===== src/design/mem_pkg.sv =====
// address map, sizes and bus types shared by every memory subsystem block and its testbench
`default_nettype none

package mem_pkg;

    ////////////////////////////////////////////////////////////////////////////
    // sizes
    ////////////////////////////////////////////////////////////////////////////

    localparam int mem_aw    = 22;                 // bus word address
    localparam int slot_aw   = 18;                 // client side address
    localparam int num_slots = 3;
    localparam int slot_iw   = $clog2(num_slots);  // grant index width

    // slot numbering, the lower index wins arbitration
    localparam int slot_rw   = 0;
    localparam int slot_rom0 = 1;
    localparam int slot_rom1 = 2;

    // region bases, all word addresses
    localparam logic [mem_aw-1:0] rom0_base = 22'h000000;
    localparam logic [mem_aw-1:0] rom1_base = 22'h100000;
    localparam logic [mem_aw-1:0] ram_base  = 22'h200000;

    ////////////////////////////////////////////////////////////////////////////
    // data word and bus types
    ////////////////////////////////////////////////////////////////////////////

    // one fetched word, read back by lanes of different widths
    typedef union packed {
        logic [3:0][7:0]  b;  // b[0] sits in bits 7..0
        logic [1:0][15:0] h;  // h[0] sits in bits 15..0
        logic [31:0]      w;
    } mem_word_u;

    // slot to arbiter request, held until ack
    typedef struct packed {
        logic              req;
        logic              we;
        logic [mem_aw-1:0] adr;  // word address
        logic [31:0]       dat;  // write data
        logic [3:0]        sel;  // byte enables
    } slot_req_t;

    // arbiter to slot answer, ack is a one cycle pulse
    typedef struct packed {
        logic      ack;
        mem_word_u dat;  // read data, valid with ack
    } slot_rsp_t;

    // wishbone classic master outputs
    typedef struct packed {
        logic              cyc;
        logic              stb;
        logic              we;
        logic [mem_aw-1:0] adr;
        logic [31:0]       dat;
        logic [3:0]        sel;
    } wb_m2s_t;

    // wishbone slave answer
    typedef struct packed {
        logic      ack;
        mem_word_u dat;
    } wb_s2m_t;

endpackage

`default_nettype wire

===== src/design/mem_subsys.sv =====
// memory request top level, three client slots sharing one Wishbone master port
`timescale 1ns/100ps
`default_nettype none

module mem_subsys (
    input  wire logic                        clk,
    input  wire logic                        rst,

    // rom0 client, byte wide
    input  wire logic                        rom0_cs,
    input  wire logic [mem_pkg::slot_aw-1:0] rom0_addr,
    output logic                             rom0_ok,
    output logic [7:0]                       rom0_dout,

    // rom1 client, halfword wide
    input  wire logic                        rom1_cs,
    input  wire logic [mem_pkg::slot_aw-1:0] rom1_addr,
    output logic                             rom1_ok,
    output logic [15:0]                      rom1_dout,

    // ram client
    input  wire logic                        ram_cs,
    input  wire logic                        ram_we,
    input  wire logic [mem_pkg::slot_aw-1:0] ram_addr,
    input  wire logic [15:0]                 ram_wdata,
    output logic                             ram_ok,
    output logic [15:0]                      ram_dout,

    // memory side
    output mem_pkg::wb_m2s_t                 wb_o,
    input  wire mem_pkg::wb_s2m_t            wb_i
);

    wire mem_pkg::slot_req_t [mem_pkg::num_slots-1:0] reqs;  // indexed by slot number
    wire mem_pkg::slot_rsp_t [mem_pkg::num_slots-1:0] rsps;

    rom_slot #(.dw(8), .base(mem_pkg::rom0_base)) rom0_slot (
        .clk     (clk),
        .rst     (rst),
        .cs      (rom0_cs),
        .addr    (rom0_addr),
        .ok      (rom0_ok),
        .dout    (rom0_dout),
        .bus_req (reqs[mem_pkg::slot_rom0]),
        .bus_rsp (rsps[mem_pkg::slot_rom0])
    );

    rom_slot #(.dw(16), .base(mem_pkg::rom1_base)) rom1_slot (
        .clk     (clk),
        .rst     (rst),
        .cs      (rom1_cs),
        .addr    (rom1_addr),
        .ok      (rom1_ok),
        .dout    (rom1_dout),
        .bus_req (reqs[mem_pkg::slot_rom1]),
        .bus_rsp (rsps[mem_pkg::slot_rom1])
    );

    rw_slot #(.base(mem_pkg::ram_base)) ram_slot (
        .clk     (clk),
        .rst     (rst),
        .cs      (ram_cs),
        .we      (ram_we),
        .addr    (ram_addr),
        .wdata   (ram_wdata),
        .ok      (ram_ok),
        .dout    (ram_dout),
        .bus_req (reqs[mem_pkg::slot_rw]),
        .bus_rsp (rsps[mem_pkg::slot_rw])
    );

    slot_arbiter arb (
        .clk  (clk),
        .rst  (rst),
        .reqs (reqs),
        .rsps (rsps),
        .wb_o (wb_o),
        .wb_i (wb_i)
    );

endmodule

`default_nettype wire


===== src/design/slot_arbiter.sv =====
// fixed-priority arbiter that runs the granted slot request as a Wishbone classic master cycle
`timescale 1ns/100ps
`default_nettype none

module slot_arbiter (
    input  wire logic                                                clk,
    input  wire logic                                                rst,
    input  wire mem_pkg::slot_req_t [mem_pkg::num_slots-1:0]         reqs,
    output mem_pkg::slot_rsp_t [mem_pkg::num_slots-1:0]              rsps,
    output mem_pkg::wb_m2s_t                                         wb_o,
    input  wire mem_pkg::wb_s2m_t                                    wb_i
);

    logic [mem_pkg::slot_iw-1:0]  pick;     // winner among current requests
    logic                         any_req;
    logic                         start;    // grant taken this cycle

    // control state
    logic                         cyc_q;    // bus cycle open, also the strobe
    logic [mem_pkg::slot_iw-1:0]  gnt_q;    // slot that owns the cycle

    // registered request payload
    logic                         we_q;
    logic [mem_pkg::mem_aw-1:0]   adr_q;
    logic [31:0]                  dat_q;
    logic [3:0]                   sel_q;

    ////////////////////////////////////////////////////////////////////////////
    // priority pick
    ////////////////////////////////////////////////////////////////////////////

    // scan from the lowest priority up so slot 0 overrides the rest
    always_comb begin
        pick    = '0;
        any_req = 1'b0;
        for (int i = mem_pkg::num_slots - 1; i >= 0; i--) begin
            if (reqs[i].req) begin
                pick    = mem_pkg::slot_iw'(i);
                any_req = 1'b1;
            end
        end
    end

    assign start = !cyc_q && any_req;  // only from idle

    ////////////////////////////////////////////////////////////////////////////
    // bus cycle
    ////////////////////////////////////////////////////////////////////////////

    always_ff @(posedge clk or posedge rst) begin
        if (rst) begin
            cyc_q <= 1'b0;
            gnt_q <= '0;
        end else if (cyc_q) begin
            if (wb_i.ack) begin
                cyc_q <= 1'b0;  // close the cycle, back to idle
            end
        end else if (start) begin
            cyc_q <= 1'b1;
            gnt_q <= pick;      // held until the ack
        end
    end

    // payload copied once per grant, stable for the whole cycle
    always_ff @(posedge clk) begin
        if (start) begin
            we_q  <= reqs[pick].we;
            adr_q <= reqs[pick].adr;
            dat_q <= reqs[pick].dat;
            sel_q <= reqs[pick].sel;
        end
    end

    assign wb_o = '{
        cyc: cyc_q,
        stb: cyc_q,   // classic cycle, no idle strobes
        we:  we_q,
        adr: adr_q,
        dat: dat_q,
        sel: sel_q
    };

    ////////////////////////////////////////////////////////////////////////////
    // response routing
    ////////////////////////////////////////////////////////////////////////////

    // ack goes to the owner in the same cycle as the bus ack
    always_comb begin
        for (int i = 0; i < mem_pkg::num_slots; i++) begin
            rsps[i].ack = cyc_q && wb_i.ack && (gnt_q == mem_pkg::slot_iw'(i));
            rsps[i].dat = rsps[i].ack ? wb_i.dat : '0;  // others see nothing
        end
    end

endmodule

`default_nettype wire


===== src/design/rw_slot.sv =====
// read/write halfword client slot, one uncached bus access per rising edge of its select
`timescale 1ns/100ps
`default_nettype none

module rw_slot #(
    parameter logic [mem_pkg::mem_aw-1:0]    base = '0  // region base, word address
) (
    input  wire logic                        clk,
    input  wire logic                        rst,
    input  wire logic                        cs,
    input  wire logic                        we,
    input  wire logic [mem_pkg::slot_aw-1:0] addr,   // halfword address
    input  wire logic [15:0]                 wdata,
    output logic                             ok,
    output logic [15:0]                      dout,
    output mem_pkg::slot_req_t               bus_req,
    input  wire mem_pkg::slot_rsp_t          bus_rsp
);

    logic                         cs_d;
    logic                         start;   // new access accepted

    logic                         req_q;
    logic                         we_q;
    logic                         half_q;  // addr bit 0, picks the halfword
    logic [mem_pkg::mem_aw-1:0]   adr_q;
    logic [31:0]                  dat_q;
    logic [3:0]                   sel_q;

    // edge of cs, ignored while a request is still out
    assign start = cs && !cs_d && !req_q;

    always_ff @(posedge clk or posedge rst) begin
        if (rst) begin
            cs_d  <= 1'b0;
            req_q <= 1'b0;
            ok    <= 1'b0;
        end else begin
            cs_d <= cs;
            ok   <= bus_rsp.ack;  // one cycle pulse
            if (bus_rsp.ack) begin
                req_q <= 1'b0;
            end else if (start) begin
                req_q <= 1'b1;
            end
        end
    end

    always_ff @(posedge clk) begin
        if (start) begin
            we_q   <= we;
            half_q <= addr[0];
            adr_q  <= base + mem_pkg::mem_aw'(addr >> 1);
            dat_q  <= {wdata, wdata};  // same halfword on both lanes
            // writes touch one halfword, reads take the word
            sel_q  <= we ? (addr[0] ? 4'b1100 : 4'b0011) : 4'b1111;
        end
        if (bus_rsp.ack && !we_q) begin
            dout <= bus_rsp.dat.h[half_q];  // writes leave dout alone
        end
    end

    assign bus_req = '{req: req_q, we: we_q, adr: adr_q, dat: dat_q, sel: sel_q};

endmodule

`default_nettype wire


===== src/design/rom_slot.sv =====
// read-only client slot with a two word cache; instantiate once per ROM region with its lane width
`timescale 1ns/100ps
`default_nettype none

module rom_slot #(
    parameter int                            dw   = 8,   // 8, 16 or 32
    parameter logic [mem_pkg::mem_aw-1:0]    base = '0   // region base, word address
) (
    input  wire logic                        clk,
    input  wire logic                        rst,
    input  wire logic                        cs,
    input  wire logic [mem_pkg::slot_aw-1:0] addr,
    output logic                             ok,
    output logic [dw-1:0]                    dout,
    output mem_pkg::slot_req_t               bus_req,
    input  wire mem_pkg::slot_rsp_t          bus_rsp
);

    // address bits that pick the lane inside a word
    localparam int lsb = (dw == 8) ? 2 : (dw == 16) ? 1 : 0;

    logic [mem_pkg::mem_aw-1:0]   word_adr;   // client address as a bus word
    logic [1:0]                   hit_vec;
    logic                         hit;
    logic                         miss_start;

    logic                         req_q;      // bus request pending
    logic [mem_pkg::mem_aw-1:0]   adr_q;      // word being fetched

    // two cache entries
    logic [1:0]                         valid;
    logic [1:0][mem_pkg::mem_aw-1:0]    tag;
    mem_pkg::mem_word_u [1:0]           cdata;
    logic                               repl;  // entry to fill next, toggles per fill

    mem_pkg::mem_word_u           src;        // word the lane comes from
    logic [dw-1:0]                lane;

    ////////////////////////////////////////////////////////////////////////////
    // lookup
    ////////////////////////////////////////////////////////////////////////////

    assign word_adr = base + mem_pkg::mem_aw'(addr >> lsb);

    assign hit_vec[0] = valid[0] && (tag[0] == word_adr);
    assign hit_vec[1] = valid[1] && (tag[1] == word_adr);
    assign hit        = |hit_vec;

    // a miss only issues when nothing is in flight
    assign miss_start = cs && !hit && !req_q;

    // fresh bus data bypasses the cache on the fill cycle
    assign src = bus_rsp.ack ? bus_rsp.dat : (hit_vec[0] ? cdata[0] : cdata[1]);

    generate
        if (dw == 8) begin : g_byte
            assign lane = src.b[addr[1:0]];
        end else if (dw == 16) begin : g_half
            assign lane = src.h[addr[0]];
        end else begin : g_word
            assign lane = src.w;  // full word, no lane bits
        end
    endgenerate

    ////////////////////////////////////////////////////////////////////////////
    // control
    ////////////////////////////////////////////////////////////////////////////

    always_ff @(posedge clk or posedge rst) begin
        if (rst) begin
            req_q <= 1'b0;
            ok    <= 1'b0;
            valid <= 2'b00;
            repl  <= 1'b0;
        end else begin
            ok <= bus_rsp.ack || (cs && hit);  // fill answer or cache hit
            if (bus_rsp.ack) begin
                req_q       <= 1'b0;          // low in the cycle after ack
                valid[repl] <= 1'b1;
                repl        <= ~repl;         // round robin over the two entries
            end else if (miss_start) begin
                req_q <= 1'b1;
            end
        end
    end

    // address latch, cache contents and read data
    always_ff @(posedge clk) begin
        if (miss_start) begin
            adr_q <= word_adr;
        end
        if (bus_rsp.ack) begin
            tag[repl]   <= adr_q;
            cdata[repl] <= bus_rsp.dat;
        end
        if (bus_rsp.ack || (cs && hit)) begin
            dout <= lane;
        end
    end

    // reads only, whole word
    assign bus_req = '{req: req_q, we: 1'b0, adr: adr_q, dat: 32'h0, sel: 4'hf};

endmodule

`default_nettype wire


===== config.mk =====
export PLATFORM = sky130hd
export DESIGN_NAME = mem_subsys
export DESIGN_NICKNAME = d
export VERILOG_FILES = /design/src/design/mem_pkg.sv /design/src/design/mem_subsys.sv /design/src/design/slot_arbiter.sv /design/src/design/rw_slot.sv /design/src/design/rom_slot.sv
export SDC_FILE = /design/constraint.sdc
export NUM_CORES = 1
export LEC_CHECK = 0
export ABC_CLOCK_PERIOD_IN_PS = 5050
export BUFFER_PORTS_ARGS = -buffer_cell sky130_fd_sc_hd__buf_4
export CORE_MARGIN = 5
export CORE_UTILIZATION = 45
export CTS_CLUSTER_DIAMETER = 60
export CTS_CLUSTER_SIZE = 40
export DETAILED_ROUTE_END_ITERATION = 10
export GPL_ROUTABILITY_DRIVEN = 1
export HOLD_SLACK_MARGIN = 0.03
export PLACE_DENSITY_LB_ADDON = 0.2
export SYNTH_ARGS = -nofsm -noshare
export SYNTH_HDL_FRONTEND = slang
export SYNTH_SLANG_ARGS = --single-unit

===== constraint.sdc =====
create_clock -name clk -period 5.05 [get_ports clk]
set_input_delay 0.7575 -clock clk [delete_from_list [all_inputs] [get_ports clk]]
set_output_delay 0.7575 -clock clk [all_outputs]
set_load 0.1 [all_outputs]

==> results.cfg, run 1 <==
[routing]
drt_iter0_drc = 600
routed_via_density = 5.33
ant_nets = 0
dr.pass1.iters = 5
route.detailed.drc = 0
vias = 8539
routedWlPerCell_um = 21.5
totalWireLength_um = 34400

[synth]
synth.area.top_cells = edfxtp_1 (69%), xnor2_1 (3.1%), dfrtp_1 (2.7%), mux4_2 (2.4%), mux2i_1 (2.2%)
async_reset_ff_frac = 0.0447
yosysSeqAreaShare = 0.718
syn_area_per_cell_um2 = 15.5
synth_area_um2 = 14900
ys_ff_latch = 358
yosysTopAreaCell = edfxtp_1
netlist.area_leader.share = 0.691
yosys.cell_types.count = 46
yosys_warnings = 0
netlist_instances = 959
synthFlopType = edfxtp_1
synth_edf_count = 342

[placed_design]
postPlaceCellArea_um2 = 16800
dp_hpwl_um = 23600
port_buffers = 209
place_congestion = 0.767

[outcome]
outcome = complete, no violations

[timing]
fmax_mhz = 326
slew_violations = 0
min_period_over_period = 0.608
grt_setup_unrepaired = no
relSlewSlack = 0.251
finalSetupTns_ns = 0
timing_hold_violations_final = 0
min_period_ns = 3.07
skew_ns = 0.0170
tightest_slew_ns = 1.12
holdWs_ns = 0.297
setup_viol = 0

[finish]
final_nets = 1247
post-route-util = 0.548
area_growth_pct = 20.0
regArea_um2 = 10700
drive_gt1_frac = 0.278
fin_area_um2 = 17800
multi_input_area_um2 = 3800
fillers = 2714
final_cell_mix = edfxtp_1 (342), buf_4 (224), nand2_1 (55), xnor2_1 (52), and2_1 (47)
final_common_cell = edfxtp_1
diodes = 0

[floorplanning]
start_util = 0.457
die_area_um2 = 36700
core_um2 = 32500
num_rows = 66
die_w_um = 192
ioPinCount = 213
fp.dieH_um = 192

[clock_network]
cts_buffer_depth = 3
post_cts_buffers = 0
cts_root_buffer = clkbuf_16
insertion_delay_ns = 0.57
cts_num_sinks = 358
clk_pin_slew_ns = 0.08
post_cts_resized = 0
cts_tree = built
htreeDepth = 1
postCtsHoldBufs = 0
cts_buffers = 29

[grt]
grt_pass1_wl_um = 51800
antenna_found_initial = 0
grt_pass1_vias = 8624
grt_usage = 0.184
grt_max_degree = 68
grt_remaining_overflow = 0

[job]
maxCapViolCount = 0

[power]
ir_worst_vdd_v = 0.000276
power_density_nw_per_um2 = 430
leakagePower_nw = 6.47
power_w = 0.00767

[setup_path]
critPathCaptureType = flop
worstPathArrival_ns = 3.26
cp_data_required_time_ns = 5.24
crit_path_max_fanout = 34
cp-start-kind = flop
crit_type = flop to flop

[worst_hold_path]
min_path_type = input port to async pin
[where the power goes]
part | total (W) | switching (W) | internal [W]
registers | 0.00367 | 0.000115 | 0.00355
clock network | 0.00247 | 0.00116 | 0.00132
logic | 0.00152 | 0.00113 | 0.000394
total | 0.00767 | 0.00240 | 0.00527
[routing by layer]
metal  vias to the layer above  GRT usage  wire length (µm)
met3                        55     0.0327              2070
met5                         -          0                 0
met1                      4271      0.265             15300
met2                       261      0.290             16100
li1                       3952          -                 -
met4                         0     0.0522               914
[through the flow]
stage	cells	setup slack (ns)
final	1603	1.98
after global routing	1603	1.77
after CTS	1603	1.93
after detailed placement	1549	1.45
after global placement	1549	1.45
after floorplan	961	0.913
[synthesized netlist by cell type, drive strengths merged (15+ instances only)]
cell and instances:
nor3 15, clkbuf 47, and2 49, nand2b 17, mux4 16, xnor2 52, and4 16, edfxtp 342
and3 35, nand2 55, mux2 32, a21oi 31, nor2 42, dfrtp 16, buf 32, mux2i 33
o21ai 33, xor2 16
[worst paths after layout]
kind                                      end  slack, ns  cells after the start               start
min reg2reg                rom0_slot.valid[0]       0.48                      1  rom0_slot.valid[0]
min in group clk                ram_slot.cs_d       0.31                      1              ram_cs
max reg2reg                rom1_slot.dout[10]       1.98                      6   rom1_slot.tag[15]
max                        rom1_slot.dout[10]       1.98                      6   rom1_slot.tag[15]
min                              rom0_slot.ok       0.30                      2                 rst
max in group asynchronous      rom0_slot.repl       4.30                      2                 rst
[state kept, by name, indices dropped and copies added (netlist names), 17 cells and up]
| register | count |
|---|---|
| arb.adr_q | 19 |
| ram_slot.adr_q | 17 |
| rom0_slot.cdata | 64 |
| rom0_slot.tag | 32 |
| rom1_slot.adr_q | 17 |
| rom1_slot.cdata | 64 |
| rom1_slot.tag | 34 |
[final cells by class]
cell class | instances | share of cell area
flip-flops and latches | 358 | 0.599
multi-input cells | 515 | 0.213
repair buffers | 225 | 0.0955
clock buffers | 33 | 0.0432
well taps | 442 | 0.0310
clock inverters | 21 | 0.0166
inverters | 9 | 0.00190
[worst max-delay path, cell delays in order (launching register included)]
cell      delay (ns)
edfxtp_1        0.38
xnor2_1         0.20
nand4_1         0.15
nor3_2          0.30
nand4_4         0.61
a21bo_2         0.42
nand2_1         0.62
[kinds of logic after synthesis]
logic type	share of synthesized area
flip-flops	0.718
AND/OR/NAND/NOR	0.0969
AO/OA/AOI/OAI	0.0428
buffers and inverters	0.0300
multiplexers	0.0718
XOR/XNOR	0.0401
other	0.000252
Note: power is estimated with default switching activity, not from simulation.
==> run 2, diff against run 1 <==
- ABC_CLOCK_PERIOD_IN_PS: 5050 -> 3190
- clock period: 5.05 -> 3.19 ns (I/O delays scaled with it)
==> results.cfg, run 2 (synthesis gave the netlist of run 1 again) <==
[outcome]
outcome = complete, no violations

[power]
internal-power_w = 0.00800
leakagePower_nw = 6.52
pwr-share-seq = 0.488
p_clk_frac = 0.306
power_density_nw_per_um2 = 662
netSwitchingFraction = 0.326
p_switching_w = 0.00388
ir_worst_vdd_v = 0.000529
combPwrFrac = 0.206

[floorplanning]
die_area_um2 = 36700
fp.dieH_um = 192
num_rows = 66
die_w_um = 192
core_um2 = 32500
ioPinCount = 213
start_util = 0.457

[timing]
timing_hold_violations_final = 0
relSlewSlack = 0.348
setup_ws_ns = 0.645
min_period_ns = 2.55
holdWs_ns = 0.0552
slew_violations = 0
fmax_mhz = 393
finalSetupTns_ns = 0
skew_ns = 0.0177
setup_viol = 0
tightest_slew_ns = 0.978
grt_setup_unrepaired = no
min_period_over_period = 0.798

[routing]
drt_iter0_drc = 602
dr.pass1.iters = 5
ant_nets = 0
route.detailed.drc = 0
totalWireLength_um = 33800
routed_via_density = 5.32
routedWlPerCell_um = 21.0
vias = 8583

[clock_network]
cts_tree = built
htreeDepth = 1
cts_buffer_depth = 3
cts_root_buffer = clkbuf_16
clk_pin_slew_ns = 0.09
post_cts_buffers = 0
insertion_delay_ns = 0.54
cts_num_sinks = 358
cts_buffers = 27

[setup_path]
rr_worst_depth = 7
cp-start-kind = flop
critPathCaptureType = flop
worstPathArrival_ns = 2.83
crit_type = flop to flop
rr_endpoint = rom1_slot.dout[8]
crit_path_max_fanout = 34
reg2reg_from = rom1_slot.tag[7]
cp_data_required_time_ns = 3.48
regToRegSetupSlack_ns = 0.64

[grt]
grt_max_degree = 68
grt_usage = 0.182
antenna_found_initial = 1
grt_pass1_vias = 8464
grt_pass1_wl_um = 51100
grt_remaining_overflow = 0

[placed_design]
postPlaceCellArea_um2 = 16900
dp_hpwl_um = 23400
place_congestion = 0.830
port_buffers = 209
preCtsSetupSlack_ns = 0.384

[worst_hold_path]
worstHoldPathCells = 1
worstHoldEndpoint = ram_slot.cs_d
worst_hold_startpoint = ram_cs
min_path_type = input port to flop

[finish]
reg_top3 = rom0_slot.cdata (64), rom1_slot.cdata (64), rom1_slot.tag (34)
fin_area_um2 = 17900
final_cell_mix = edfxtp_1 (342), buf_4 (232), nand2_1 (55), xnor2_1 (52), and2_1 (47)
final_nets = 1260
drive_gt1_frac = 0.284
area_growth_pct = 20.8
final_common_cell = edfxtp_1
post-route-util = 0.551

[job]
maxCapViolCount = 0
[run 2: worst max-delay path, stage by stage (launching register included)]
cell and delay (ns):
edfxtp_1 0.40, xnor2_1 0.17, nand4_1 0.15, nor3_2 0.29, nand4_4 0.11, buf_4 0.29, mux2_1 0.38, mux4_2 0.46
[run 2: worst max path at each step]
stage	from	to	slack, ns	cells past startpoint
final	rom1_slot.tag[7]	rom1_slot.dout[8]	0.64	7
after global routing	rom1_slot.tag[7]	rom1_slot.dout[11]	0.51	7
after CTS	rom1_slot.tag[15]	rom1_slot.dout[8]	0.58	7
after detailed placement	rom1_addr[11]	rom1_slot.dout[4]	0.38	8
after global placement	rom1_addr[3]	rom1_slot.dout[4]	0.45	8
after floorplan	wb_i[32]	rom0_slot.cdata[0]	0.14	6
[run 2: stage by stage]
stage / std cells / power [W]
2_1_floorplan: 961 / 0.00767
5_1_grt: 1613 / 0.0123
6_report: 1614 / 0.0119
4_1_cts: 1613 / 0.0120
3_5_place_dp: 1563 / 0.00837
3_3_place_gp: 1563 / 0.00833
[run 2: power by group through the flow]
| stage | Combinational [W] | Clock [W] | Sequential [W] |
|---|---|---|---|
| floorplan | 0.00105 | 0 | 0.00662 |
| finish | 0.00244 | 0.00364 | 0.00580 |
| global placement | 0.00243 | 0 | 0.00590 |
| global route | 0.00259 | 0.00391 | 0.00584 |
| CTS | 0.00246 | 0.00372 | 0.00580 |
| detailed placement | 0.00246 | 0 | 0.00591 |
[run 2: timing repair]
item	in CTS	in global routing
resized for setup	0	0
endpoints found under the hold margin	4	0
hold buffers	1	0
[run 2: final cells by class]
type	instances	area, µm²
fillers	2696	14600
flip-flops and latches	358	10700
multi-input cells	515	3800
repair buffers	240	1890
clock buffers	28	679
well taps	442	553
clock inverters	21	310
inverters	9	33.8
diodes	1	2.50
[run 2: layer usage]
metal | part of all wire | vias up | GRT usage
li1 | - | 3965 | -
met1 | 0.45 | 4296 | 0.268
met2 | 0.47 | 268 | 0.284
met3 | 0.060 | 54 | 0.0278
met4 | 0.025 | 0 | 0.0472
met5 | 0 | - | 0
==> run 3, diff against run 2 <==
- ABC_CLOCK_PERIOD_IN_PS: 3190 -> 2100
- clock period: 3.19 -> 2.1 ns (I/O delays scaled with it)
==> results.cfg, run 3 (synthesis gave the netlist of run 1 again) <==
[outcome]
outcome = finished, violations left
failed_checks = negative setup slack

[routing]
dr.pass1.iters = 5
route.detailed.drc = 0
routed_via_density = 5.25
routedWlPerCell_um = 21.2
drt_iter0_drc = 727
ant_nets = 0
vias = 9321
totalWireLength_um = 37600

[placed_design]
preCtsSetupSlack_ns = -0.448
port_buffers = 209
dp_hpwl_um = 24400
place_congestion = 0.832

[finish]
final_cell_mix = edfxtp_1 (342), buf_4 (277), dlygate4sd3_1 (69), nand2_1 (51), xnor2_1 (49)
area_growth_pct = 37.4
reg_top3 = rom0_slot.cdata (64), rom1_slot.cdata (64), rom1_slot.tag (34)
diodes = 0
final_nets = 1420
regArea_um2 = 10700
multi_input_area_um2 = 4400
final_common_cell = edfxtp_1
fillers = 2393
drive_gt1_frac = 0.384

[clock_network]
htreeDepth = 1
clk_pin_slew_ns = 0.09
cts_root_buffer = clkbuf_16
insertion_delay_ns = 0.57
cts_num_sinks = 358
cts_buffer_depth = 3
cts_buffers = 27
cts_tree = built

[setup_path]
crit_path_top_delay_cell = mux4_2
max_stage_delay_ns = 0.46
cp_data_required_time_ns = 2.40
crit_path_max_fanout = 34
crit_type = flop to flop
rr_worst_depth = 7
rr_endpoint = rom1_slot.dout[7]
worstPathArrival_ns = 2.77
critPathCaptureType = flop
crit_chain = xnor2_1 > nand4_1 > nor3_4 > nand4_4 > buf_12 > mux2_4 > mux4_2
cp-start-kind = flop
regToRegSetupSlack_ns = -0.37
reg2reg_from = rom1_slot.tag[10]

[grt]
grt_remaining_overflow = 0
grt_max_degree = 38
grt_usage = 0.201
grt_pass1_vias = 9556
grt_pass1_wl_um = 56400
antenna_found_initial = 0

[job]
maxCapViolCount = 0

[power]
power_density_nw_per_um2 = 924
ir_worst_vdd_v = 0.000765
leakagePower_nw = 7.65
power_w = 0.0189

[timing]
setup_viol = 64
setup_ws_ns = -0.369
skew_ns = 0.0192
min_period_ns = 2.47
fmax_mhz = 405
slew_violations = 0
relSlewSlack = 0.539
timing_hold_violations_final = 0
tightest_slew_ns = 0.691
min_period_over_period = 1.18
grt_setup_unrepaired = yes

[floorplanning]
num_rows = 66
core_um2 = 32500
die_w_um = 192
die_area_um2 = 36700
ioPinCount = 213
start_util = 0.457
fp.dieH_um = 192

[worst_hold_path]
worst_hold_startpoint = rom0_addr[11]
min_path_type = input port to flop
worstHoldPathCells = 2
worstHoldEndpoint = rom0_slot.adr_q[9]
## run 3: area by class of cell
| class | instances | area share |
|---|---|---|
| Inverter | 9 | 0.00166 |
| Clock buffer | 28 | 0.0338 |
| Multi-Input combinational cell | 515 | 0.216 |
| Timing Repair Buffer | 400 | 0.183 |
| Clock inverter | 22 | 0.0159 |
| Tap cell | 442 | 0.0271 |
| Sequential cell | 358 | 0.523 |
## run 3: per-stage QoR
| stage | utilization | hold WS (ns) | cells | setup TNS (ns) | instance area, µm² |
|---|---|---|---|---|---|
| finish | 0.627 | 0.0578 | 1774 | -10.34 | 20400 |
| CTS | 0.620 | 0.0305 | 1772 | -11.70 | 20200 |
| global placement | 0.545 | 0.434 | 1628 | -14.80 | 17700 |
| detailed placement | 0.545 | 0.435 | 1628 | -15.79 | 17700 |
| global route | 0.627 | 0.0383 | 1774 | -16.78 | 20400 |
| floorplan | - | 0.229 | 961 | -18.28 | 15000 |
## run 3: how the worst max path moves through the flow
stage / depth (start not counted) / from / endpoint / slack [ns]
6_report: 7 / rom1_slot.tag[10] / rom1_slot.dout[7] / -0.37
5_1_grt: 7 / rom1_slot.tag[3] / rom1_slot.dout[7] / -0.46
4_1_cts: 7 / rom1_slot.tag[3] / rom1_slot.dout[6] / -0.38
3_5_place_dp: 8 / rom1_addr[8] / rom1_slot.dout[4] / -0.45
3_3_place_gp: 8 / rom1_addr[8] / rom1_slot.dout[6] / -0.41
2_1_floorplan: 6 / arb.cyc_q / rom0_slot.cdata[0] / -0.32
## run 3: what timing repair did
item                                    CTS  global route
endpoints found under the setup margin   64            72
pin swaps                                46            38
gates resized for setup                  78            48
cloned                                    9             0
endpoints found under the hold margin    85             0
buffers inserted                         19            10
hold buffers                             69             0
## run 3: power by group
group | switching (W) | leakage (nW) | total (W) | internal, W
Clock | 0.00299 | 0.484 | 0.00567 | 0.00269
Sequential | 0.000281 | 3.29 | 0.00882 | 0.00854
Combinational | 0.00296 | 3.87 | 0.00436 | 0.00141
Total | 0.00622 | 7.65 | 0.0189 | 0.0126
## run 3: per-layer routing
layer,track usage,routed length (µm)
met3,0.0356,2360
met4,0.0492,954
met1,0.281,16000
met2,0.329,18200
met5,0,0
## run 3: worst max-delay path: cells and delay by family (launching register included)
family / cells / cell delay (ns)
mux: 2 / 0.78
simple gates: 3 / 0.56
flops: 1 / 0.41
xor+xnor: 1 / 0.21
buf+inv: 1 / 0.21
